<file path="src/common/vpu_params.svh">
// Widths and register counts are fixed by the control address map and are not meant to be retuned
`ifndef VPU_PARAMS_SVH
`define VPU_PARAMS_SVH

// data width of every register and host port
`define VPU_WORD_W 32

// control space, 6-bit address
`define VPU_NUM_CTLREGS 64

// bank sizes inside the control space
`define VPU_NUM_VCREGS 32
`define VPU_NUM_VBASEREGS 16
`define VPU_NUM_VINCREGS 8
`define VPU_NUM_VSTRIDEREGS 8

// scalar bank, 5-bit address
`define VPU_NUM_VSREGS 32

// maximum vector length
`define VPU_MVL 64

// major opcode of a coprocessor instruction
`define VPU_COP2_FIELD 6'b010010

`endif

</file>
<file path="src/logic/scalar_out_port.sv">
// Each cfc2 result is strobed once. Stage 3 holds one extra cycle after the host takes it.
`timescale 1ns/1ps
`default_nettype none
`include "vpu_params.svh"

module scalar_out_port (
  input  logic                   clk,
  input  logic                   resetn,
  input  logic                   cfc_s2,
  input  logic [`VPU_WORD_W-1:0] ctl_rd_data,
  input  logic                   stall2,
  input  logic                   scalar_out_wait,
  output logic [`VPU_WORD_W-1:0] scalar_out,
  output logic                   scalar_out_en,
  output logic                   stall3
);

  logic valid_s3;
  logic satisfied;
  logic accept;

  assign accept = valid_s3 & ~satisfied & ~scalar_out_wait;
  assign scalar_out_en = valid_s3 & ~satisfied;
  // hold until taken, then one more cycle so the strobe can drop
  assign stall3 = valid_s3 & (scalar_out_wait | ~satisfied);

  always_ff @(posedge clk)
  begin
    if (!resetn)
    begin
      valid_s3  <= 1'b0;
      satisfied <= 1'b0;
    end
    else if (!stall3)
    begin
      valid_s3  <= cfc_s2 & ~stall2;
      satisfied <= 1'b0;
    end
    else if (accept)
      satisfied <= 1'b1;
  end

  always_ff @(posedge clk)
  begin
    if (!resetn)
      scalar_out <= '0;
    else if (cfc_s2 && !stall2)
      scalar_out <= ctl_rd_data;
  end

endmodule

`default_nettype wire

</file>
<file path="config.mk">
export PLATFORM = sky130hd
export DESIGN_NAME = scalar_out_port
export DESIGN_NICKNAME = d
export VERILOG_FILES = /design/src/logic/scalar_out_port.sv
export VERILOG_INCLUDE_DIRS = /design/src /design/src/common
export SDC_FILE = /design/constraint.sdc
export NUM_CORES = 1
export LEC_CHECK = 0
export BUFFER_PORTS_ARGS = -buffer_cell sky130_fd_sc_hd__buf_2
export CORE_ASPECT_RATIO = 0.7
export CORE_MARGIN = 3
export CORE_UTILIZATION = 44
export CTS_CLUSTER_SIZE = 20
export DETAILED_ROUTE_END_ITERATION = 10
export PLACE_DENSITY_LB_ADDON = 0.2
export SETUP_SLACK_MARGIN = 0.05
export SYNTH_ARGS = -nofsm -noshare
export SYNTH_HDL_FRONTEND = slang
export SYNTH_SLANG_ARGS = --single-unit
</file>
<file path="constraint.sdc">
create_clock -name clk -period 0.8 [get_ports clk]
set_input_delay 0.04 -clock clk [delete_from_list [all_inputs] [get_ports clk]]
set_output_delay 0.04 -clock clk [all_outputs]
set_load 0.02 [all_outputs]
</file>
==> flow_summary.yaml <==
outcome:
  status: "finished, violations left"
  violations: "setup timing"
sta:
  tns_ps: -298
  finalHoldViolations: 0
  setup_ws_ps: -194
  clock.fmax_ghz: 1.01
  period_needed_ps: 994
  period_share_pct: 124
  clock_skew_ps: 0.116
  drv_slew: 0
  rsz0062_at_grt: "yes"
  max_slew_margin_pct: 84.9
  worst_pin_slew_ps: 227
  final-setup-viol-count: 2
floorplan:
  die_w_microns: 73.8
  die_h_microns: 53.4
  die-area_sq_mm: 0.00394
  start_util_pct: 48.4
  core_area_sq_mm: 0.00292
  rows: 16
  ioPinCount: 71
clocking:
  clkLatencyLatePin_ps: 270
  root_buffer: "clkbuf_8"
  cts_sinks: 34
  clk_pin_slew_ps: 60
  clk_path_buf_depth: 2
  cts_max_level: 2
  cts_buffers: 5
  cts_tree: "built"
grt:
  track_usage_pct: 18.5
  overflow: 0
  grt_pass1_wl_mm: 5.41
  first_global_vias: 1242
  grt_antenna_before_repair: 0
  grt_max_degree: 41
synthesis:
  synth_cells: 149
  ys_types: 13
  syn_nets: 186
  synth-seq-cells: 34
  yosysSeqAreaShare_pct: 48.1
  yosysWarnings: 0
  mappedNetlistArea_sq_mm: 0.00142
  synth_area_per_cell_sq_um: 9.50
routing:
  drt-wirelength-per-cell_microns: 13.1
  drcViolationCount: 0
  num_vias: 1258
  wl_mm: 3.51
  ant_nets: 0
  drt_iter0_markers: 36
  drtPass1Iterations: 4
  vias_per_cell: 4.69
final_layout:
  antenna_cells: 0
  multiInputGateArea_sq_um: 638
  fill_cells: 194
  regArea_sq_um: 723
  syn2layout_area_growth_pct: 58.3
  drive_above_1_share_pct: 52.6
  nets: 269
run:
  max-cap-violations: 0
placed_design:
  place.gp.congestion: 0.708
  dpl.hpwl_mm: 2.26
  io_buffers: 70
critical_path:
  path_delay_family: "flip-flops"
  cp-start-kind: "flop"
  cp_max_fo: 3
  path_cells: "nor2b_4, nor2b_2, buf_6"
  crit_buf_inv: 1
  worstPathArrival_ps: 950
  critical_path_required_ps: 760
  path_class: "reg -> out"
  worst_path_max_delay_cell: "dfxtp_2"
  crit_path_end_kind: "output port"
  max_stage_delay_ps: 330
min_path:
  worst_hold_path_type: "in -> reg"
power_and_ir_drop:
  power_leakage_nw: 1.03
  p_per_area_mw_per_mm2: 1670
  p_total_mw: 3.75
  vdd_ir_drop_max_v: 0.00122
[worst paths after layout]
check | to | cells after the start | slack (ps) | from
worst max register to register | valid_s3 | 3 | 10 | satisfied
worst min register to register | scalar_out[13] | 2 | 460 | scalar_out[13]
worst max-delay path | stall3 | 3 | -190 | satisfied
worst min-delay path | scalar_out[27] | 3 | 4 | ctl_rd_data[27]
[registers in the layout, summed over array words and instances, names as in the netlist]
| register | cells |
|---|---|
| satisfied | 1 |
| scalar_out | 32 |
| valid_s3 | 1 |
[metal layers]
metal	up-vias	wire length (microns)	part of all wire [%]	global-route usage [%]
met5	-	0	0	0
met4	0	50	1.4	5.72
met3	4	232	6.6	7.78
met2	44	1820	52	32.2
met1	571	1410	40	20.5
li1	639	-	-	-
[metrics by stage]
| step | util [%] | std cells | instance area (sq um) | setup WS (ps) | hold WS (ps) |
|---|---|---|---|---|---|
| floorplan | - | 149 | 1420 | 71.4 | 182 |
| global placement | 60.7 | 248 | 1780 | 15.1 | 287 |
| detailed placement | 60.7 | 248 | 1780 | -46.6 | 294 |
| CTS | 75.1 | 264 | 2190 | -204 | 2.56 |
| global route | 76.6 | 268 | 2240 | -245 | 4.40 |
| finish | 76.6 | 268 | 2240 | -194 | 4.43 |
[power breakdown]
part	total (mW)	internal, mW	switching, mW
clock network	1.14	0.598	0.544
logic	0.738	0.397	0.341
registers	1.86	1.80	0.0642
total	3.75	2.80	0.949
[worst register-to-register path: stages, from the launching register on]
cell	delay, ps
dfxtp_2	340
nor2b_4	150
buf_4	130
o2bb2ai_1	60
[layout by cell type, fill, tap and decap left out]
cell           instances
nand2_1               65
nor2b_1                2
dfxtp_2               34
buf_2                 36
o2bb2ai_1              1
buf_6                 33
nor3_4                 1
mux2i_1               32
clkbuf_1               2
dlygate4sd3_1          8
nor2b_4                2
nor2b_2                1
buf_4                  6
buf_12                 4
clkbuf_8               5
[repair_timing]
item / 4_1_cts / 5_1_grt
buffers inserted: 3 / 3
resized for setup: 103 / 2
hold endpoints to repair: 6 / 2
pin swaps: 1 / 1
setup endpoints to repair: 36 / 36
hold buffers: 6 / 2
[layout make-up]
| cell class | count | share of cell area, % |
|---|---|---|
| repair buffers | 87 | 33.8 |
| multi-input cells | 104 | 28.5 |
| clock buffers | 7 | 3.41 |
| flip-flops and latches | 34 | 32.3 |
| well taps | 36 | 2.01 |
[cell families (layout without fill, tap and decap cells)]
| family | count (synthesis) | count (layout) | share of synthesized area (%) |
|---|---|---|---|
| flops | 34 | 34 | 48.1 |
| compound gates | 1 | 1 | 0.619 |
| simple gates | 71 | 71 | 20.3 |
| mux | 32 | 32 | 22.6 |
| buf+inv | 11 | 94 | 8.31 |
[cells in the mapped netlist (all sizes together)]
master	n	share of area [%]
buf	9	7.5
clkbuf	2	0.80
dfxtp	34	48
mux2i	32	23
nand2	65	17
nor2b	5	2.7
nor3	1	0.35
o2bb2ai	1	0.62
(Power assumes the default switching activity.)
