==> config.mk <==
export PLATFORM = sky130hd
export DESIGN_NAME = vctl_execute
export DESIGN_NICKNAME = d
export VERILOG_FILES = /design/src/common/vpu_pkg.sv /design/src/logic/vctl_execute.sv
export VERILOG_INCLUDE_DIRS = /design/src /design/src/common
export SDC_FILE = /design/constraint.sdc
export NUM_CORES = 1
export LEC_CHECK = 0
export BUFFER_PORTS_ARGS = -buffer_cell sky130_fd_sc_hd__buf_4
export CAP_MARGIN = 20
export CORE_AREA = 10 10 95 97
export DETAILED_ROUTE_END_ITERATION = 8
export DIE_AREA = 0 0 105 107
export GPL_TIMING_DRIVEN = 0
export MAX_ROUTING_LAYER = met4
export PLACE_DENSITY_LB_ADDON = 0.15
export SLEW_MARGIN = 20
export SYNTH_ARGS = -nofsm -noshare
export SYNTH_HDL_FRONTEND = slang
export SYNTH_SLANG_ARGS = --single-unit
==> constraint.sdc <==
create_clock -name vclk -period 3.5
set_input_delay 0.875 -clock vclk [all_inputs]
set_output_delay 0.875 -clock vclk [all_outputs]
set_load 0.01 [all_outputs]
==> src/common/vpu_params.svh <==
// Widths and register counts are fixed by the control address map and are not meant to be retuned
`ifndef VPU_PARAMS_SVH
`define VPU_PARAMS_SVH

// data width of every register and host port
`define VPU_WORD_W 32

// control space, 6-bit address
`define VPU_NUM_CTLREGS 64

// bank sizes inside the control space
`define VPU_NUM_VCREGS 32
`define VPU_NUM_VBASEREGS 16
`define VPU_NUM_VINCREGS 8
`define VPU_NUM_VSTRIDEREGS 8

// scalar bank, 5-bit address
`define VPU_NUM_VSREGS 32

// maximum vector length
`define VPU_MVL 64

// major opcode of a coprocessor instruction
`define VPU_COP2_FIELD 6'b010010

`endif

==> src/common/vpu_pkg.sv <==
// Opcode values are local to this design and only the listed operations are recognised
`default_nettype none

package vpu_pkg;

  // {instr[25:22], instr[5:0]}
  typedef enum logic [9:0] {
    OP_NOP    = 10'b0000_000000,
    OP_VHALF  = 10'b1000_000010,
    OP_VSATVL = 10'b1000_000011,
    OP_VMSTC  = 10'b1111_000001,
    OP_VMCTS  = 10'b1111_000010,
    OP_CFC2   = 10'b1111_000011,
    OP_CTC2   = 10'b1111_000100,
    OP_MTC2   = 10'b1111_000101
  } vctl_op_e;

  // control form used by ctc2, cfc2, vmstc and vmcts
  typedef struct packed {
    logic [5:0] cop2;
    logic [3:0] op_hi;
    logic       rsv;
    logic [4:0] rt;
    logic [5:0] vcr;
    logic [3:0] spare;
    logic [5:0] op_lo;
  } vctl_ctl_fmt_t;

  // move form used by mtc2, scalar register in the upper vcr bits
  typedef struct packed {
    logic [5:0] cop2;
    logic [3:0] op_hi;
    logic       rsv;
    logic [4:0] rt;
    logic [4:0] vsr;
    logic [4:0] spare;
    logic [5:0] op_lo;
  } vctl_mv_fmt_t;

  typedef union packed {
    vctl_ctl_fmt_t ctl;
    vctl_mv_fmt_t  mv;
  } vctl_instr_u;

  // from the top three bits of a control address
  typedef enum logic [1:0] {
    BANK_VC      = 2'd0,
    BANK_VBASE   = 2'd1,
    BANK_VINC    = 2'd2,
    BANK_VSTRIDE = 2'd3
  } vctl_bank_e;

endpackage

`default_nettype wire

==> src/logic/vctl_execute.sv <==
// Purely combinational stage 2. Writes commit at the edge that ends the stage, only when not stalled.
`timescale 1ns/1ps
`default_nettype none
`include "vpu_params.svh"

module vctl_execute (
  input  vpu_pkg::vctl_op_e                   op_s2,
  input  logic [$clog2(`VPU_NUM_CTLREGS)-1:0] ctl_dst_s2,
  input  logic [$clog2(`VPU_NUM_VSREGS)-1:0]  vs_dst_s2,
  input  logic                                ctl_we_s2,
  input  logic                                vs_we_s2,
  input  logic                                stall3,
  input  logic [`VPU_WORD_W-1:0]              scalar_in,
  input  logic                                scalar_in_en,
  input  logic [`VPU_WORD_W-1:0]              ctl_rd_data,
  input  logic [`VPU_WORD_W-1:0]              vs_rd_data,
  input  logic [`VPU_WORD_W-1:0]              vl,
  output logic                                stall2,
  output logic                                scalar_in_wait,
  output logic [$clog2(`VPU_NUM_CTLREGS)-1:0] ctl_wr_addr,
  output logic                                ctl_wr_en,
  output logic [`VPU_WORD_W-1:0]              ctl_wr_data,
  output logic [$clog2(`VPU_NUM_VSREGS)-1:0]  vs_wr_addr,
  output logic                                vs_wr_en,
  output logic [`VPU_WORD_W-1:0]              vs_wr_data,
  output logic [`VPU_WORD_W-1:0]              fwd_data
);

  localparam logic [`VPU_WORD_W-1:0] MVL = `VPU_WORD_W'(`VPU_MVL);

  logic                   needs_in;
  logic [`VPU_WORD_W-1:0] wr_data;

  // ctc2 and mtc2 sit here until the host supplies the value
  assign needs_in = op_s2 inside {vpu_pkg::OP_CTC2, vpu_pkg::OP_MTC2};
  assign stall2 = stall3 | (needs_in & ~scalar_in_en);
  assign scalar_in_wait = (scalar_in_en & ~needs_in) | (needs_in & scalar_in_en & stall2);

  always_comb
  begin
    case (op_s2)
      vpu_pkg::OP_CTC2, vpu_pkg::OP_MTC2:
        wr_data = scalar_in;
      vpu_pkg::OP_VMSTC:
        wr_data = vs_rd_data;
      vpu_pkg::OP_VMCTS:
        wr_data = ctl_rd_data;
      vpu_pkg::OP_VHALF:
        wr_data = vl >> 1;
      // clamp vl to the hardware maximum
      vpu_pkg::OP_VSATVL:
        wr_data = (vl > MVL) ? MVL : vl;
      default:
        wr_data = '0;
    endcase
  end

  assign ctl_wr_addr = ctl_dst_s2;
  assign ctl_wr_en = ctl_we_s2 & ~stall2;
  assign ctl_wr_data = wr_data;

  assign vs_wr_addr = vs_dst_s2;
  assign vs_wr_en = vs_we_s2 & ~stall2;
  assign vs_wr_data = wr_data;

  assign fwd_data = wr_data;

endmodule

`default_nettype wire

==> summary by stage <==
Flow run
Across the run, the number of max-cap violations was 0.

STA
The number of hold violations in the final report was 0. The minimum period implied by the final worst setup slack is ~3.5 ns. The period utilization is 0.987. The worst max-slew margin expressed relative to the limit is 0.525. Static timing analysis puts the maximum clock frequency at approximately 290 MHz.

The number of failing setup endpoints in the final timing report is 0. The setup slack of the critical path after layout is ~0.046 ns. Setup repair after global routing could not meet its margin everywhere. The transition time at the pin with the least slew margin is slightly above 0.7 ns. The count of pins over their slew limit came to 0.

Clock tree
Post-CTS timing repair inserted 0 buffers for setup.

Power and ir drop
The maximum vdd ir drop is 0.0413 mV. Dividing total power by cell area gives a power density of 68.4 nW/um2. The cell leakage power is 1.96 nW. The post-layout total power is about 0.27 mW.

Global routing
The residual overflow from global routing is 0. The via count of the first global-routing pass is 3019. In the global route stage, overall resource usage came out at 0.190. The wire length of the first global-routing pass is 17000 um. The initial antenna violation count is 0. The maximum number of pins on one net before global-route repair is 11.

Cells and area
There are 0 flip-flops and latches. Across the whole layout, storage elements account for 0 um2. The finished cells cover 4010 um2. The number of clock-tree buffers in the layout is 0. The number of antenna diodes in the final layout is 0.

The fraction of layout instances using a drive strength above 1 is 0.763. Leaving out fill and tap cells, the most frequent cell in the layout is sky130_fd_sc_hd__buf_4. The top cell types in the final layout, fill and taps aside, are 327 x sky130_fd_sc_hd__buf_4, 63 x sky130_fd_sc_hd__a22oi_1, 18 x sky130_fd_sc_hd__o22ai_4.

The area added between synthesis and finish is 122%. In the final design database the tool counted roughly 650 nets.

Synth
The count of different cell masters after synthesis is 28. In this run the cell area of the synthesized design comes to 1800 um2. In this run the mean area of a mapped cell was 7.54 um2. The share of synthesized area occupied by flip-flops and latches is 0.

When the netlist entered floorplanning its net count stood at 392. During synthesis, Yosys emitted a total of 0 warnings. Synthesis produced a netlist whose cell count is ~240.

Worst setup path
For the worst setup path, the data arrival time is 2.58 ns. The delay of the slowest cell on the worst path is 0.52 ns. Traced cell by cell, the critical path runs through buf_4 -> or4b_4 -> buf_6 -> or2_1 -> buf_6 -> buf_12 -> o22ai_4 -> buf_4 -> buf_4.

The cell repeated most along the worst path is sky130_fd_sc_hd__buf_4. The slowest cell on the critical path is sky130_fd_sc_hd__or4b_4. For the worst setup path, the data required time is between 2 and 3 ns.

The category of the worst setup path capture point is a primary output. Of all nets on the critical path, the largest fanout is 10. The element type at the critical path start is a primary input. The type of the worst setup path is primary input to primary output.

Routing
The routed layout has 2901 vias. The final layout contains routed wiring with a total length of 12200 um. For this run, the detailed router's first-pass iteration total came to 4. After detailed routing, the average wire length per cell comes to 20.8 um. In the routed design, unresolved DRC markers number 0.

After detailed routing, the number of vias per cell comes to 4.93. The detail route stage leaves a number of antenna-violating nets equal to 0. The number of DRC markers after the initial detailed-route iteration is 114.

Floorplanning
The total I/O pin count is ~260. The die boundary height is 107 um. In this run the core area contains 31 standard-cell rows.

The core region is roughly 7100 um2. The die covers 11200 um2. For this configuration, the core starts out at a cell density of 0.253. The die width is between 100 and 150 um.

Min path
The class of the most critical hold timing path is primary input to primary output. The worst hold path begins at ctl_dst_s2[5]. The worst hold path terminates at ctl_wr_addr[5]. The number of cells on the worst hold path is 2.

Placed design
The post-place setup slack is -0.379 ns. Summed over all nets, the half-perimeter wirelength after detailed placement is around 11000 um. The number of port buffers is 252. The placer's final routability congestion estimate is 0.878.

The area of placed instances is 3820 um2.

Outcome
The flow ran to the end, and the final reports show no timing, DRC or antenna violations.
final cells by class:
| class | instances | area, um2 |
|---|---|---|
| Fill cell | 701 | 3130 |
| Timing Repair Buffer | 252 | 1890 |
| Multi-Input combinational cell | 142 | 1270 |
| Buffer | 95 | 716 |
| Tap cell | 99 | 124 |
| Inverter | 1 | 3.75 |
worst max-delay path: cells and delay by family:
| kind | cells | cell delay, ns |
|---|---|---|
| buf+inv | 6 | 0.82 |
| simple gates | 2 | 0.73 |
| compound gates | 1 | 0.15 |
timing repair:
action / 4_1_cts / 5_1_grt
gates resized for setup: 13 / 29
hold endpoints to repair: 0 / 0
endpoints found under the setup margin: 73 / 49
hold buffers: 0 / 0
per-stage QoR:
| step | cells | util | TNS [ns] | hold slack (ns) |
|---|---|---|---|---|
| CTS | 590 | 0.539 | 0 | 1.93 |
| global placement | 590 | 0.535 | -21.40 | 1.93 |
| finish | 589 | 0.561 | 0 | 1.93 |
| detailed placement | 590 | 0.535 | -19.53 | 1.93 |
| global route | 589 | 0.561 | -0.130 | 1.93 |
| floorplan | 239 | - | 0 | 1.80 |
cell families (layout without fill, tap and decap cells):
kind of cell | Yosys count | after routing | synth area share
buffers and inverters | 97 | 348 | 0.390
AO/OA/AOI/OAI | 104 | 104 | 0.488
AND/OR/NAND/NOR | 38 | 38 | 0.122
cell usage after synthesis:
library cell               count  area (um2)
sky130_fd_sc_hd__a22oi_1      63         473
sky130_fd_sc_hd__a32o_1        1        10.0
sky130_fd_sc_hd__and2_1        1        6.26
sky130_fd_sc_hd__and3_1        1        6.26
sky130_fd_sc_hd__buf_12        2        40.0
sky130_fd_sc_hd__buf_2         2        10.0
sky130_fd_sc_hd__buf_4        75         563
sky130_fd_sc_hd__buf_6         3        33.8
sky130_fd_sc_hd__clkbuf_1     14        52.6
sky130_fd_sc_hd__inv_1         1        3.75
sky130_fd_sc_hd__nand2_1       4        15.0
sky130_fd_sc_hd__nand3_1       4        20.0
sky130_fd_sc_hd__nand4_1       5        31.3
sky130_fd_sc_hd__nor2_1        4        15.0
sky130_fd_sc_hd__nor2b_1       1        6.26
sky130_fd_sc_hd__nor3_1        4        20.0
sky130_fd_sc_hd__nor3b_1       3        22.5
sky130_fd_sc_hd__nor4_1        5        31.3
sky130_fd_sc_hd__o22a_1        7        61.3
sky130_fd_sc_hd__o22ai_1      11        68.8
sky130_fd_sc_hd__o22ai_2      20         250
sky130_fd_sc_hd__o31a_1        1        8.76
sky130_fd_sc_hd__o31ai_1       1        7.51
sky130_fd_sc_hd__or2_1         1        6.26
sky130_fd_sc_hd__or2_2         2        12.5
sky130_fd_sc_hd__or3_1         1        6.26
sky130_fd_sc_hd__or4_1         1        7.51
sky130_fd_sc_hd__or4b_4        1        13.8
routing by layer:
| metal | wire (um) | global-route usage |
|---|---|---|
| met4 | 162 | 0.0216 |
| met2 | 6640 | 0.366 |
| met3 | 789 | 0.0317 |
| met1 | 4650 | 0.206 |
| met5 | 0 | - |
how the worst max path moves through the flow:
stage | start | endpoint | slack, ns
after global routing | vl[1] | vs_wr_data[3] | -0.03
final | op_s2[0] | fwd_data[18] | 0.05
after detailed placement | op_s2[6] | fwd_data[19] | -0.38
after global placement | op_s2[6] | vs_wr_data[19] | -0.40
after floorplan | op_s2[2] | fwd_data[19] | 0.17
after CTS | op_s2[2] | fwd_data[19] | 0.0001
power breakdown:
part	total, mW	internal, mW	switching, mW
clock	0	0	0
combinational	0.274	0.162	0.112
sequential	0	0	0
(Power assumes the default switching activity.)
