## src/common/vpu_params.svh

```systemverilog
// Widths and register counts are fixed by the control address map and are not meant to be retuned
`ifndef VPU_PARAMS_SVH
`define VPU_PARAMS_SVH

// data width of every register and host port
`define VPU_WORD_W 32

// control space, 6-bit address
`define VPU_NUM_CTLREGS 64

// bank sizes inside the control space
`define VPU_NUM_VCREGS 32
`define VPU_NUM_VBASEREGS 16
`define VPU_NUM_VINCREGS 8
`define VPU_NUM_VSTRIDEREGS 8

// scalar bank, 5-bit address
`define VPU_NUM_VSREGS 32

// maximum vector length
`define VPU_MVL 64

// major opcode of a coprocessor instruction
`define VPU_COP2_FIELD 6'b010010

`endif

```

## src/common/vpu_pkg.sv

```systemverilog
// Opcode values are local to this design and only the listed operations are recognised
`default_nettype none

package vpu_pkg;

  // {instr[25:22], instr[5:0]}
  typedef enum logic [9:0] {
    OP_NOP    = 10'b0000_000000,
    OP_VHALF  = 10'b1000_000010,
    OP_VSATVL = 10'b1000_000011,
    OP_VMSTC  = 10'b1111_000001,
    OP_VMCTS  = 10'b1111_000010,
    OP_CFC2   = 10'b1111_000011,
    OP_CTC2   = 10'b1111_000100,
    OP_MTC2   = 10'b1111_000101
  } vctl_op_e;

  // control form used by ctc2, cfc2, vmstc and vmcts
  typedef struct packed {
    logic [5:0] cop2;
    logic [3:0] op_hi;
    logic       rsv;
    logic [4:0] rt;
    logic [5:0] vcr;
    logic [3:0] spare;
    logic [5:0] op_lo;
  } vctl_ctl_fmt_t;

  // move form used by mtc2, scalar register in the upper vcr bits
  typedef struct packed {
    logic [5:0] cop2;
    logic [3:0] op_hi;
    logic       rsv;
    logic [4:0] rt;
    logic [4:0] vsr;
    logic [4:0] spare;
    logic [5:0] op_lo;
  } vctl_mv_fmt_t;

  typedef union packed {
    vctl_ctl_fmt_t ctl;
    vctl_mv_fmt_t  mv;
  } vctl_instr_u;

  // from the top three bits of a control address
  typedef enum logic [1:0] {
    BANK_VC      = 2'd0,
    BANK_VBASE   = 2'd1,
    BANK_VINC    = 2'd2,
    BANK_VSTRIDE = 2'd3
  } vctl_bank_e;

endpackage

`default_nettype wire

```

## src/logic/vctl_decode.sv

```systemverilog
// Non-coprocessor words and unknown opcodes enter stage 2 as nops. Scalar hazards stall coarsely.
`timescale 1ns/1ps
`default_nettype none
`include "vpu_params.svh"

module vctl_decode (
  input  logic                                   clk,
  input  logic                                   resetn,
  input  logic [`VPU_WORD_W-1:0]                 instr,
  input  logic                                   instr_en,
  output logic                                   instr_wait,
  input  logic                                   stall2,
  output logic                                   stall1,
  output logic [$clog2(`VPU_NUM_CTLREGS)-1:0]    ctl_rd_addr,
  output logic                                   ctl_rd_en,
  output logic [$clog2(`VPU_NUM_VSREGS)-1:0]     vs_rd_addr,
  output logic                                   vs_rd_en,
  output vpu_pkg::vctl_op_e                      op_s2,
  output logic [$clog2(`VPU_NUM_CTLREGS)-1:0]    ctl_dst_s2,
  output logic [$clog2(`VPU_NUM_VSREGS)-1:0]     vs_dst_s2,
  output logic                                   ctl_we_s2,
  output logic                                   vs_we_s2,
  output logic                                   fwd_s2
);

  vpu_pkg::vctl_instr_u                   ir;
  vpu_pkg::vctl_op_e                      op_s1;
  logic                                   is_cop2;
  logic                                   ctl_rd_s1;
  logic                                   vs_rd_s1;
  logic                                   ctl_we_s1;
  logic                                   vs_we_s1;
  logic [$clog2(`VPU_NUM_CTLREGS)-1:0]    ctl_dst_s1;
  logic [$clog2(`VPU_NUM_VSREGS)-1:0]     vs_dst_s1;
  logic                                   haz_ctl;
  logic                                   haz_vs;
  logic                                   bubble;

  assign is_cop2 = instr[`VPU_WORD_W-1 -: 6] == `VPU_COP2_FIELD;
  assign instr_wait = stall1 & is_cop2;

  // absent or foreign words become an all-zero nop
  always_ff @(posedge clk)
  begin
    if (!resetn)
      ir <= '0;
    else if (!stall1)
      ir <= (instr_en && is_cop2) ? instr : '0;
  end

  always_comb
  begin
    case ({ir.ctl.op_hi, ir.ctl.op_lo})
      vpu_pkg::OP_CTC2, vpu_pkg::OP_MTC2, vpu_pkg::OP_CFC2, vpu_pkg::OP_VMSTC,
      vpu_pkg::OP_VMCTS, vpu_pkg::OP_VHALF, vpu_pkg::OP_VSATVL:
        op_s1 = vpu_pkg::vctl_op_e'({ir.ctl.op_hi, ir.ctl.op_lo});
      default:
        op_s1 = vpu_pkg::OP_NOP;
    endcase
  end

  assign ctl_rd_s1 = op_s1 inside {vpu_pkg::OP_CFC2, vpu_pkg::OP_VMCTS};
  assign vs_rd_s1 = op_s1 == vpu_pkg::OP_VMSTC;
  assign ctl_we_s1 = op_s1 inside {vpu_pkg::OP_CTC2, vpu_pkg::OP_VMSTC,
                                   vpu_pkg::OP_VHALF, vpu_pkg::OP_VSATVL};
  assign vs_we_s1 = op_s1 inside {vpu_pkg::OP_MTC2, vpu_pkg::OP_VMCTS};

  // vhalf and vsatvl always target vc0, the vector length
  assign ctl_dst_s1 = (op_s1 inside {vpu_pkg::OP_VHALF, vpu_pkg::OP_VSATVL}) ? '0 : ir.ctl.vcr;
  assign vs_dst_s1 = (op_s1 == vpu_pkg::OP_MTC2) ? ir.mv.vsr : ir.ctl.rt;

  assign ctl_rd_addr = ir.ctl.vcr;
  assign vs_rd_addr = ir.ctl.rt;

  // control RAW is forwarded, scalar RAW waits for the write to land
  assign haz_ctl = ctl_rd_s1 & ctl_we_s2 & (ir.ctl.vcr == ctl_dst_s2);
  assign haz_vs = vs_rd_s1 & vs_we_s2;

  assign stall1 = stall2 | haz_vs;
  assign bubble = stall1 & ~stall2;
  assign ctl_rd_en = ctl_rd_s1 & ~stall1;
  assign vs_rd_en = vs_rd_s1 & ~stall1;

  always_ff @(posedge clk)
  begin
    if (!resetn || bubble)
    begin
      op_s2     <= vpu_pkg::OP_NOP;
      ctl_we_s2 <= 1'b0;
      vs_we_s2  <= 1'b0;
      fwd_s2    <= 1'b0;
    end
    else if (!stall1)
    begin
      op_s2     <= op_s1;
      ctl_we_s2 <= ctl_we_s1;
      vs_we_s2  <= vs_we_s1;
      fwd_s2    <= haz_ctl;
    end
  end

  always_ff @(posedge clk)
  begin
    if (!resetn)
    begin
      ctl_dst_s2 <= '0;
      vs_dst_s2  <= '0;
    end
    else if (!stall1)
    begin
      ctl_dst_s2 <= ctl_dst_s1;
      vs_dst_s2  <= vs_dst_s1;
    end
  end

endmodule

`default_nettype wire

```

## config.mk

```make
export PLATFORM = sky130hd
export DESIGN_NAME = vctl_decode
export DESIGN_NICKNAME = d
export VERILOG_FILES = /design/src/common/vpu_pkg.sv /design/src/logic/vctl_decode.sv
export VERILOG_INCLUDE_DIRS = /design/src /design/src/common
export SDC_FILE = /design/constraint.sdc
export NUM_CORES = 1
export LEC_CHECK = 0
export BUFFER_PORTS_ARGS = -buffer_cell sky130_fd_sc_hd__buf_2
export CORE_MARGIN = 2
export CORE_UTILIZATION = 50
export CTS_CLUSTER_DIAMETER = 30
export DETAILED_ROUTE_END_ITERATION = 7
export PLACE_DENSITY = 0.8
export SLEW_MARGIN = 20
export SYNTH_ARGS = -nofsm -noshare
export SYNTH_HDL_FRONTEND = slang
export SYNTH_SLANG_ARGS = --single-unit
```

## constraint.sdc

```tcl
create_clock -name clk -period 3.3 [get_ports clk]
set_clock_uncertainty 0.05 [all_clocks]
set_input_delay 0.165 -clock clk [delete_from_list [all_inputs] [get_ports clk]]
set_output_delay 0.165 -clock clk [all_outputs]
set_load 0.05 [all_outputs]
```

==> results.py, run 1 <==
metrics = {
    "route": {
        "wl_per_cell_um": 12.4,
        "drc": 0,
        "drt-initial-drc-count": 125,
        "wl_mm": 4.22,
        "via_per_inst": 5.04,
        "postRouteAntennaNets": 0,
        "drtPass1Iterations": 4,
        "via_count": 1715,
    },
    "global_route": {
        "grt_antenna_before_repair": 0,
        "grt_remaining_overflow": 0,
        "grt_pass1_vias": 1473,
        "grt_use_total_pct": 18.9,
        "grt_max_degree": 66,
        "grt_pass1_wl_mm": 6.73,
    },
    "worst_setup_path": {
        "critPathArrivalTime_ns": 2.27,
        "crit_start": "ir[0]",
        "endpoint_kind": "output port",
        "cp-start-kind": "flop",
        "critPathMaxFanout": 65,
        "critical_path_class": "flop to output port",
        "timing.rr.start": "ir[1]",
        "crit_required_ns": 3.08,
    },
    "pwr": {
        "internal_power_mw": 0.816,
        "irDropWorstVdd_uv": 299,
        "cellPowerDensity_nw_per_um2": 425,
        "p_total_mw": 1.04,
        "leakagePower_nw": 0.991,
        "p_comb_share_pct": 6.9,
        "p_sw_mw": 0.226,
        "swShare_pct": 21.7,
        "pwr-share-clk_pct": 40.6,
        "seqPwrFrac_pct": 52.5,
    },
    "cts": {
        "clock_latency_ns": 0.29,
        "cts_inserted_buffers": 5,
        "cts.clk_slew.worst_paths_ns": 0.08,
        "cts_tree": "done",
        "h-tree-depth": 2,
        "clock-root-buffer": "clkbuf_8",
        "cts.sinks": 45,
        "clock_path_buffers": 2,
        "ctsHoldBuffers": 0,
        "cts_resized": 0,
        "cts_setup_buffers": 0,
    },
    "die": {
        "core_um2": 4030,
        "die_area_um2": 4750,
        "die_x_um": 68.9,
        "rows": 23,
        "fp.dieH_um": 68.9,
        "num_io_pins": 75,
        "initial_utilization_pct": 52.3,
    },
    "synth": {
        "synthesis.area_um2": 2110,
        "synth_edf_count": 0,
        "syn_avg_cell_area_um2": 8.86,
        "synth_seq_cells": 45,
        "ys_seq_area_share_pct": 42.7,
        "yosys_warnings": 0,
        "synth_fp_nets": 274,
        "ys_types": 40,
        "syn_inst": 238,
        "yosys.area.top_type_share_pct": 42.7,
        "synth_ff_type": "dfxtp_1",
        "synthArstFlopShare_pct": 0,
        "yosys-top-cells-area": "dfxtp_1 (43%), nand3_1 (6.9%), nand2_1 (6.8%)",
        "synth_area_leader_cell": "dfxtp_1",
    },
    "sta": {
        "slew_headroom_pct": 60.7,
        "setup_viol": 0,
        "fin_crit_ns": 2.48,
        "tightest_slew_ns": 0.589,
        "drv_slew": 0,
        "finalSetupTns_ns": 0,
        "rsz0062_at_grt": "no",
        "setup_ws_ns": 0.817,
        "fin_crit_sh_pct": 75.2,
        "hold_viol_final": 0,
        "hold_ws_ns": 0.0398,
        "fmax_mhz": 403,
    },
    "final_layout": {
        "drive_gt1_share_pct": 31.4,
        "nets": 325,
        "fin_area_um2": 2450,
        "area_growth_pct": 16.4,
        "diodes": 0,
    },
    "flow_run": {
        "cap_violations": 0,
    },
    "placed_design": {
        "io_buffers": 69,
        "place.gp.congestion": 0.834,
        "pre_cts_ws_ns": 1.14,
        "hpwl_mm": 2.99,
        "place_area_um2": 2340,
    },
    "outcome": {
        "status": "finished clean",
    },
    "min_path": {
        "min_from": "instr[16]",
        "hold_class": "input port to flop",
    },
}
-- power groups by stage --
| stage | logic, mW | clock network, mW | registers, mW |
|---|---|---|---|
| 2_1_floorplan | 0.0420 | 0 | 0.571 |
| 3_3_place_gp | 0.0722 | 0 | 0.560 |
| 3_5_place_dp | 0.0729 | 0 | 0.560 |
| 4_1_cts | 0.0732 | 0.435 | 0.547 |
| 5_1_grt | 0.0791 | 0.458 | 0.548 |
| 6_report | 0.0721 | 0.423 | 0.547 |
-- sequential cells by signal, indices dropped and copies added (netlist names) --
name / cells
ir: 21
op_s2: 10
ctl_dst_s2: 6
vs_dst_s2: 5
ctl_we_s2: 1
fwd_s2: 1
vs_we_s2: 1
-- metal layers --
metal	share of wire (%)	track usage, %	vias up	wire [um]
met5	0	0	-	0
met4	1.0	6.62	0	43
met3	6.3	5.36	4	268
met2	46	29.9	47	1930
met1	47	24.6	747	1980
li1	-	-	917	-
-- Yosys cell counts (2+ instances only) --
library cell and count:
dfxtp_1 45, nand2_1 38, nand3_1 29, o21ai_1 22, o21ai_0 15, buf_4 11
clkbuf_1 9, a21boi_0 6, mux2i_1 6, a21oi_1 5, and3_1 5, buf_6 5
nand3b_1 4, nand4_1 3, xnor2_1 3, xor2_1 3, a22oi_1 2, inv_1 2
nor2b_1 2, nor4_4 2, o21ai_2 2
-- stage by stage --
| stage | std cells | util (%) |
|---|---|---|
| final | 340 | 60.9 |
| after global routing | 340 | 60.9 |
| after CTS | 340 | 60.9 |
| after detailed placement | 332 | 58.0 |
| after global placement | 332 | 58.0 |
| after floorplan | 238 | - |
-- placed cells by master, fill, tap and decap left out, types with 2 or more instances in the layout --
cell,count
a22oi_1,2
nand2_1,38
buf_4,3
clkbuf_8,6
xor2_1,3
inv_1,2
nand3_1,29
o21ai_2,2
a21oi_1,5
buf_2,69
nand4_1,3
o21ai_1,22
a21boi_0,6
nor4_4,2
nand3b_1,4
o21ai_0,15
nor2b_1,2
dfxtp_1,45
xnor2_1,3
and3_1,5
mux2i_1,6
-- path summary, 6_finish.rpt --
kind | to | slack [ns] | depth (start not counted)
hold / removal | ir[16] | 0.04 | 3
setup reg to reg | vs_dst_s2[3] | 1.38 | 6
setup / recovery | instr_wait | 0.82 | 6
hold reg to reg | op_s2[6] | 0.41 | 2
-- layout make-up --
cell class	instances	area (um2)
clock buffers	7	86.3
clock inverters	1	30.0
fillers	393	1580
inverters	2	7.51
multi-input cells	163	998
flip-flops and latches	45	901
well taps	50	62.6
repair buffers	72	368
-- worst max-delay path, stage by stage, from the launching register on --
cell and delay [ns]:
dfxtp_1 0.53, nand2b_4 0.08, nor3b_2 0.30, a41oi_4 0.15, buf_4 0.34, nor4_4 0.25
buf_2 0.30
-- logic make-up (layout without fill, tap and decap cells) --
| family | after synthesis | in the layout | share of synthesized area [%] |
|---|---|---|---|
| xor+xnor | 6 | 6 | 2.49 |
| mux | 6 | 6 | 2.85 |
| simple gates | 97 | 97 | 26.7 |
| compound gates | 54 | 54 | 14.8 |
| flops | 45 | 45 | 42.7 |
| buf+inv | 30 | 82 | 10.4 |
Note: power is estimated with default switching activity, not from simulation.
==> inputs of run 2 (changes only) <==
--- a/config.mk
+++ b/config.mk
@@ -8,10 +8,10 @@
 export LEC_CHECK = 0
 export BUFFER_PORTS_ARGS = -buffer_cell sky130_fd_sc_hd__buf_2
 export CORE_MARGIN = 2
-export CORE_UTILIZATION = 50
+export CORE_UTILIZATION = 49
 export CTS_CLUSTER_DIAMETER = 30
 export DETAILED_ROUTE_END_ITERATION = 7
-export PLACE_DENSITY = 0.8
+export PLACE_DENSITY = 0.79
 export SLEW_MARGIN = 20
 export SYNTH_ARGS = -nofsm -noshare
 export SYNTH_HDL_FRONTEND = slang
==> constraint.sdc (replaced) <==
create_clock -name clk -period 2.3 [get_ports clk]
set_clock_uncertainty 0.05 [all_clocks]
set_input_delay 0.115 -clock clk [delete_from_list [all_inputs] [get_ports clk]]
set_output_delay 0.115 -clock clk [all_outputs]
set_load 0.05 [all_outputs]
==> run 2 against run 1 <==
Net effect:
- the run now ends with hold timing left
- largest power group unchanged
- hold slack lost 0.040 ns
- largest cell class unchanged
- die area grew 1.9%
- highest routed layer unchanged
- critical path type unchanged
- sequential power grew 44%
- critical endpoint is now vs_rd_en
- first-iteration DRC count shrank 32%
- global-route usage grew 0.56 points
- routed wire length grew 9.1%
- critical path depth shrank 1
- setup slack lost 0.71 ns
==> results.py, run 2 (synthesis results as in run 1) <==
metrics = {
    "route": {
        "wl_per_cell_um": 12.8,
        "drt-initial-drc-count": 85,
        "drtPass1Iterations": 4,
        "wl_mm": 4.61,
        "drc": 0,
        "via_count": 1873,
        "postRouteAntennaNets": 0,
        "via_per_inst": 5.20,
    },
    "worst_setup_path": {
        "r2r.worst_path.cells": 8,
        "cp_cell_sequence": "o21ai_1 -> o21ai_2 -> and3_1 -> nor4b_4 -> buf_2",
        "crit_cells": 5,
        "critical_path_class": "flop to output port",
        "crit_buf_inv": 1,
        "worst_path_largest_cell_delay_ns": 0.57,
        "endpoint_kind": "output port",
        "path_delay_family": "flip-flops",
        "slowest_stage": "dfxtp_1",
        "crit_required_ns": 2.13,
        "critPathMaxFanout": 9,
        "cp-start-kind": "flop",
        "critPathArrivalTime_ns": 2.03,
    },
    "global_route": {
        "grt_remaining_overflow": 0,
        "grt_pass1_wl_mm": 7.58,
        "grt_pass1_vias": 1598,
        "grt_max_degree": 34,
        "grt_use_total_pct": 19.5,
        "grt_antenna_before_repair": 0,
    },
    "placed_design": {
        "place_area_um2": 2370,
        "io_buffers": 69,
        "hpwl_mm": 3.15,
        "place.gp.congestion": 0.854,
    },
    "final_layout": {
        "top_regs": "ir: 21 flops, op_s2: 10 flops, ctl_dst_s2: 6 flops",
        "postLayoutCoreUtil_pct": 65.6,
        "area_growth_pct": 26.3,
        "nets": 345,
        "drive_gt1_share_pct": 31.6,
        "diodes": 0,
        "largest_reg_flops": 21,
        "final_common_cell": "buf_2",
        "fin_area_um2": 2660,
        "top_register": "ir",
        "layout_common_cells": "buf_2 (68), dfxtp_1 (44), nand2_1 (38), nand3_1 (29), o21ai_1 (22)",
    },
    "sta": {
        "fin_crit_sh_pct": 95.4,
        "hold_ws_ns": -0.0000834,
        "slew_headroom_pct": 68.6,
        "tightest_slew_ns": 0.469,
        "drv_slew": 0,
        "hold_viol_final": 2,
        "setup_viol": 0,
        "fmax_mhz": 456,
        "fin_crit_ns": 2.19,
        "finalSetupTns_ns": 0,
        "rsz0062_at_grt": "no",
    },
    "die": {
        "die_area_um2": 4840,
        "core_um2": 4060,
        "die_x_um": 69.6,
        "fp.dieH_um": 69.6,
        "initial_utilization_pct": 52.0,
        "num_io_pins": 75,
        "rows": 23,
    },
    "cts": {
        "clock_path_buffers": 2,
        "cts.clk_slew.worst_paths_ns": 0.08,
        "clock_latency_ns": 0.30,
        "cts_inserted_buffers": 5,
        "clock-root-buffer": "clkbuf_8",
        "cts.sinks": 45,
        "h-tree-depth": 2,
        "cts_tree": "done",
    },
    "pwr": {
        "irDropWorstVdd_uv": 401,
        "p_comb_share_pct": 8.7,
        "p_sw_mw": 0.348,
        "seqPwrFrac_pct": 52.0,
        "leakagePower_nw": 1.07,
        "internal_power_mw": 1.16,
        "p_total_mw": 1.51,
        "pwr-share-clk_pct": 39.3,
        "cellPowerDensity_nw_per_um2": 568,
        "swShare_pct": 23.0,
    },
    "min_path": {
        "hold_class": "input port to flop",
        "hold_depth": 3,
    },
    "outcome": {
        "status": "complete, but fails checks",
        "violations": "hold timing",
    },
    "flow_run": {
        "cap_violations": 0,
    },
}
## run 2: area by class of cell
type / count / area [um2]
Clock buffer: 6 / 72.6
Clock inverter: 2 / 38.8
Fill cell: 359 / 1400
Inverter: 2 / 7.51
Multi-Input combinational cell: 163 / 1020
Sequential cell: 45 / 902
Tap cell: 50 / 62.6
Timing Repair Buffer: 92 / 561
## run 2: layer usage
metal | up-vias | GRT usage [%] | routed length [um]
met2 | 59 | 29.8 | 2160
met3 | 5 | 5.67 | 296
met4 | 0 | 7.19 | 76
met1 | 848 | 26.0 | 2080
met5 | - | 0 | 0
li1 | 961 | - | -
## run 2: timing repair
| action | in CTS | in global routing |
|---|---|---|
| pin swaps | 1 | 0 |
| endpoints found under the setup margin | 1 | 1 |
| endpoints found under the hold margin | 16 | 0 |
| gates cloned | 0 | 0 |
| hold buffers | 16 | 0 |
| setup buffers | 2 | 0 |
| resized for setup | 0 | 2 |
## run 2: tightest hold or removal path, cell delays in order
cell	delay [ns]
buf_2	0.08
nand3_1	0.06
o21ai_1	0.06
## run 2: worst paths after layout
kind                                start           end  slack (ns)
worst max-delay path                ir[2]      vs_rd_en        0.11
worst min-delay path            instr[24]        ir[24]    -0.00008
worst max register to register      ir[2]  vs_dst_s2[1]        0.24
worst min register to register   op_s2[0]      op_s2[0]        0.41
## run 2: through the flow
| stage | setup WS [ns] | instances |
|---|---|---|
| floorplan | 0.114 | 238 |
| global placement | 0.249 | 334 |
| detailed placement | 0.186 | 334 |
| CTS | 0.0757 | 360 |
| global route | 0.0131 | 360 |
| finish | 0.105 | 360 |
## run 2: power by group through the flow
stage	Combinational, mW	Clock [mW]	Sequential (mW)
after floorplan	0.0609	0	0.819
after global placement	0.107	0	0.804
final	0.132	0.594	0.786
after CTS	0.131	0.607	0.786
after global routing	0.143	0.635	0.787
after detailed placement	0.108	0	0.804
==> inputs of run 3 (changes only) <==
--- a/config.mk
+++ b/config.mk
@@ -7,11 +7,13 @@
 export NUM_CORES = 1
 export LEC_CHECK = 0
 export BUFFER_PORTS_ARGS = -buffer_cell sky130_fd_sc_hd__buf_2
+export CELL_PAD_IN_SITES_DETAIL_PLACEMENT = 1
+export CELL_PAD_IN_SITES_GLOBAL_PLACEMENT = 1
 export CORE_MARGIN = 2
-export CORE_UTILIZATION = 49
+export CORE_UTILIZATION = 36
 export CTS_CLUSTER_DIAMETER = 30
 export DETAILED_ROUTE_END_ITERATION = 7
-export PLACE_DENSITY = 0.79
+export PLACE_DENSITY_LB_ADDON = 0.1
 export SLEW_MARGIN = 20
 export SYNTH_ARGS = -nofsm -noshare
 export SYNTH_HDL_FRONTEND = slang
==> run 3 against run 2 <==
Net effect:
- largest cell class unchanged
- die area up 34%
- core utilization down 18 points
- sequential share of layout area grew 0.095 points
- combinational power is essentially flat
- count of clock-buffer cells in the layout decreased by 1
- the flow now finishes without violations
- critical path depth unchanged
- global-route usage fell by 1.3 points
- clock power fell by 3%
- fmax rose by 0.91%
- critical path type unchanged
==> results.py, run 3 (synthesis results as in run 1) <==
metrics = {
    "outcome": {
        "status": "finished clean",
    },
    "cts": {
        "cts_inserted_buffers": 5,
        "clock-root-buffer": "clkbuf_8",
        "h-tree-depth": 2,
        "clock_latency_ns": 0.29,
        "cts_tree": "done",
        "cts.sinks": 45,
        "clock_path_buffers": 2,
        "cts.clk_slew.worst_paths_ns": 0.08,
    },
    "placed_design": {
        "hpwl_mm": 3.88,
        "io_buffers": 69,
        "place_area_um2": 2410,
        "place.gp.congestion": 0.745,
    },
    "final_layout": {
        "n_fill_cell": 709,
        "fin_area_um2": 2660,
        "largest_reg_flops": 21,
        "nets": 343,
        "seqCellArea_um2": 903,
        "diodes": 0,
        "layout_common_cells": "buf_2 (68), dfxtp_1 (43), nand2_1 (38), nand3_1 (29), o21ai_1 (22)",
        "drive_gt1_share_pct": 32.9,
        "top_register": "ir",
        "area_growth_pct": 26.1,
        "multi_input_area_um2": 1020,
        "final_common_cell": "buf_2",
        "top_regs": "ir: 21 flops, op_s2: 10 flops, ctl_dst_s2: 6 flops",
    },
    "pwr": {
        "swShare_pct": 23.0,
        "cellPowerDensity_nw_per_um2": 563,
        "seqPwrFrac_pct": 52.5,
        "p_sw_mw": 0.343,
        "p_comb_share_pct": 8.9,
        "internal_power_mw": 1.15,
        "p_total_mw": 1.50,
        "pwr-share-clk_pct": 38.6,
        "irDropWorstVdd_uv": 228,
        "leakagePower_nw": 1.07,
    },
    "die": {
        "core_um2": 5570,
        "num_io_pins": 75,
        "die_area_um2": 6480,
        "die_x_um": 80.5,
        "fp.dieH_um": 80.5,
        "rows": 27,
        "initial_utilization_pct": 37.8,
    },
    "worst_setup_path": {
        "critPathArrivalTime_ns": 2.01,
        "crit_buf_inv": 1,
        "r2r.worst_path.cells": 8,
        "critical_path_class": "flop to output port",
        "timing.rr.start": "ir[0]",
        "slowest_stage": "dfxtp_1",
        "crit_cells": 5,
        "crit_required_ns": 2.13,
        "cp-start-kind": "flop",
        "path_delay_family": "flip-flops",
        "timing.rr.end": "ir[1]",
        "critPathMaxFanout": 7,
        "cp_cell_sequence": "o21ai_1 -> o21ai_2 -> and3_1 -> nor4b_4 -> clkbuf_4",
        "ff2ff_setup_slack_ns": 0.31,
        "worst_path_largest_cell_delay_ns": 0.53,
        "endpoint_kind": "output port",
    },
    "route": {
        "via_count": 1901,
        "via_per_inst": 5.02,
        "drtPass1Iterations": 4,
        "wl_mm": 5.42,
        "postRouteAntennaNets": 0,
        "drt-initial-drc-count": 32,
        "wl_per_cell_um": 14.3,
        "drc": 0,
    },
    "global_route": {
        "grt_use_total_pct": 18.1,
        "grt_max_degree": 23,
        "grt_remaining_overflow": 0,
        "grt_antenna_before_repair": 0,
        "grt_pass1_vias": 1885,
        "grt_pass1_wl_mm": 9.16,
    },
    "sta": {
        "hold_viol_final": 0,
        "hold_ws_ns": 0.00254,
        "drv_slew": 0,
        "fmax_mhz": 460,
        "tightest_slew_ns": 0.520,
        "setup_viol": 0,
        "finalSetupTns_ns": 0,
        "fin_crit_ns": 2.17,
        "slew_headroom_pct": 65.2,
        "rsz0062_at_grt": "no",
        "fin_crit_sh_pct": 94.6,
    },
    "min_path": {
        "hold_class": "input port to flop",
        "hold_depth": 3,
        "min_from": "instr[13]",
        "whs_endpoint": "ir[13]",
    },
    "flow_run": {
        "cap_violations": 0,
    },
}
## run 3: changes by cell type in the layout (fill, tap and decap cells not counted), sizes merged
| cell | previous run | this run |
|---|---|---|
| buf | 75 | 77 |
| clkbuf | 7 | 6 |
| dlygate4sd3 | 16 | 12 |
## run 3: area by class of cell
cell class	instances	area share, %
flip-flops and latches	45	34.0
inverters	2	0.282
multi-input cells	163	38.3
clock inverters	2	1.32
repair buffers	90	20.1
well taps	72	3.39
clock buffers	5	2.59
## run 3: worst max-delay path by stage
stage                     startpoint         end
after global routing           ir[0]    vs_rd_en
final                          ir[0]    vs_rd_en
after CTS                      ir[0]  instr_wait
after detailed placement       ir[2]    vs_rd_en
after floorplan             vs_we_s2  instr_wait
after global placement         ir[2]    vs_rd_en
## run 3: worst register-to-register path, cell delays in order, from the launching register on
cell and delay (ns):
dfxtp_1 0.53, nand2b_4 0.10, nor3b_2 0.30, a41oi_4 0.23, buf_4 0.22, buf_4 0.13
buf_4 0.16, nand3_1 0.09, o21ai_1 0.07
## run 3: repair_timing
item	4_1_cts	5_1_grt
pin swaps	0	1
endpoints found under the setup margin	1	2
resized for setup	2	1
endpoints found under the hold margin	12	0
cloned	0	0
setup buffers	0	2
hold buffers	12	0
## run 3: metal layers
| metal | part of all wire (%) | GRT usage [%] |
|---|---|---|
| met1 | 45 | 23.6 |
| met3 | 6.6 | 4.49 |
| met4 | 2.4 | 6.61 |
| met5 | 0 | 0 |
| met2 | 46 | 29.0 |
## run 3: power groups by stage
stage / sequential [mW] / combinational, mW / clock, mW
floorplan: 0.819 / 0.0609 / 0
global placement: 0.804 / 0.114 / 0
detailed placement: 0.804 / 0.115 / 0
CTS: 0.786 / 0.131 / 0.602
global route: 0.787 / 0.145 / 0.636
finish: 0.786 / 0.133 / 0.577
## run 3: per-stage QoR
step	utilization, %	std cells	setup WS [ns]
after floorplan	-	238	0.114
after global placement	43.3	358	0.348
after detailed placement	43.3	358	0.286
after CTS	47.4	377	0.0915
after global routing	47.7	379	0.00268
final	47.7	379	0.125
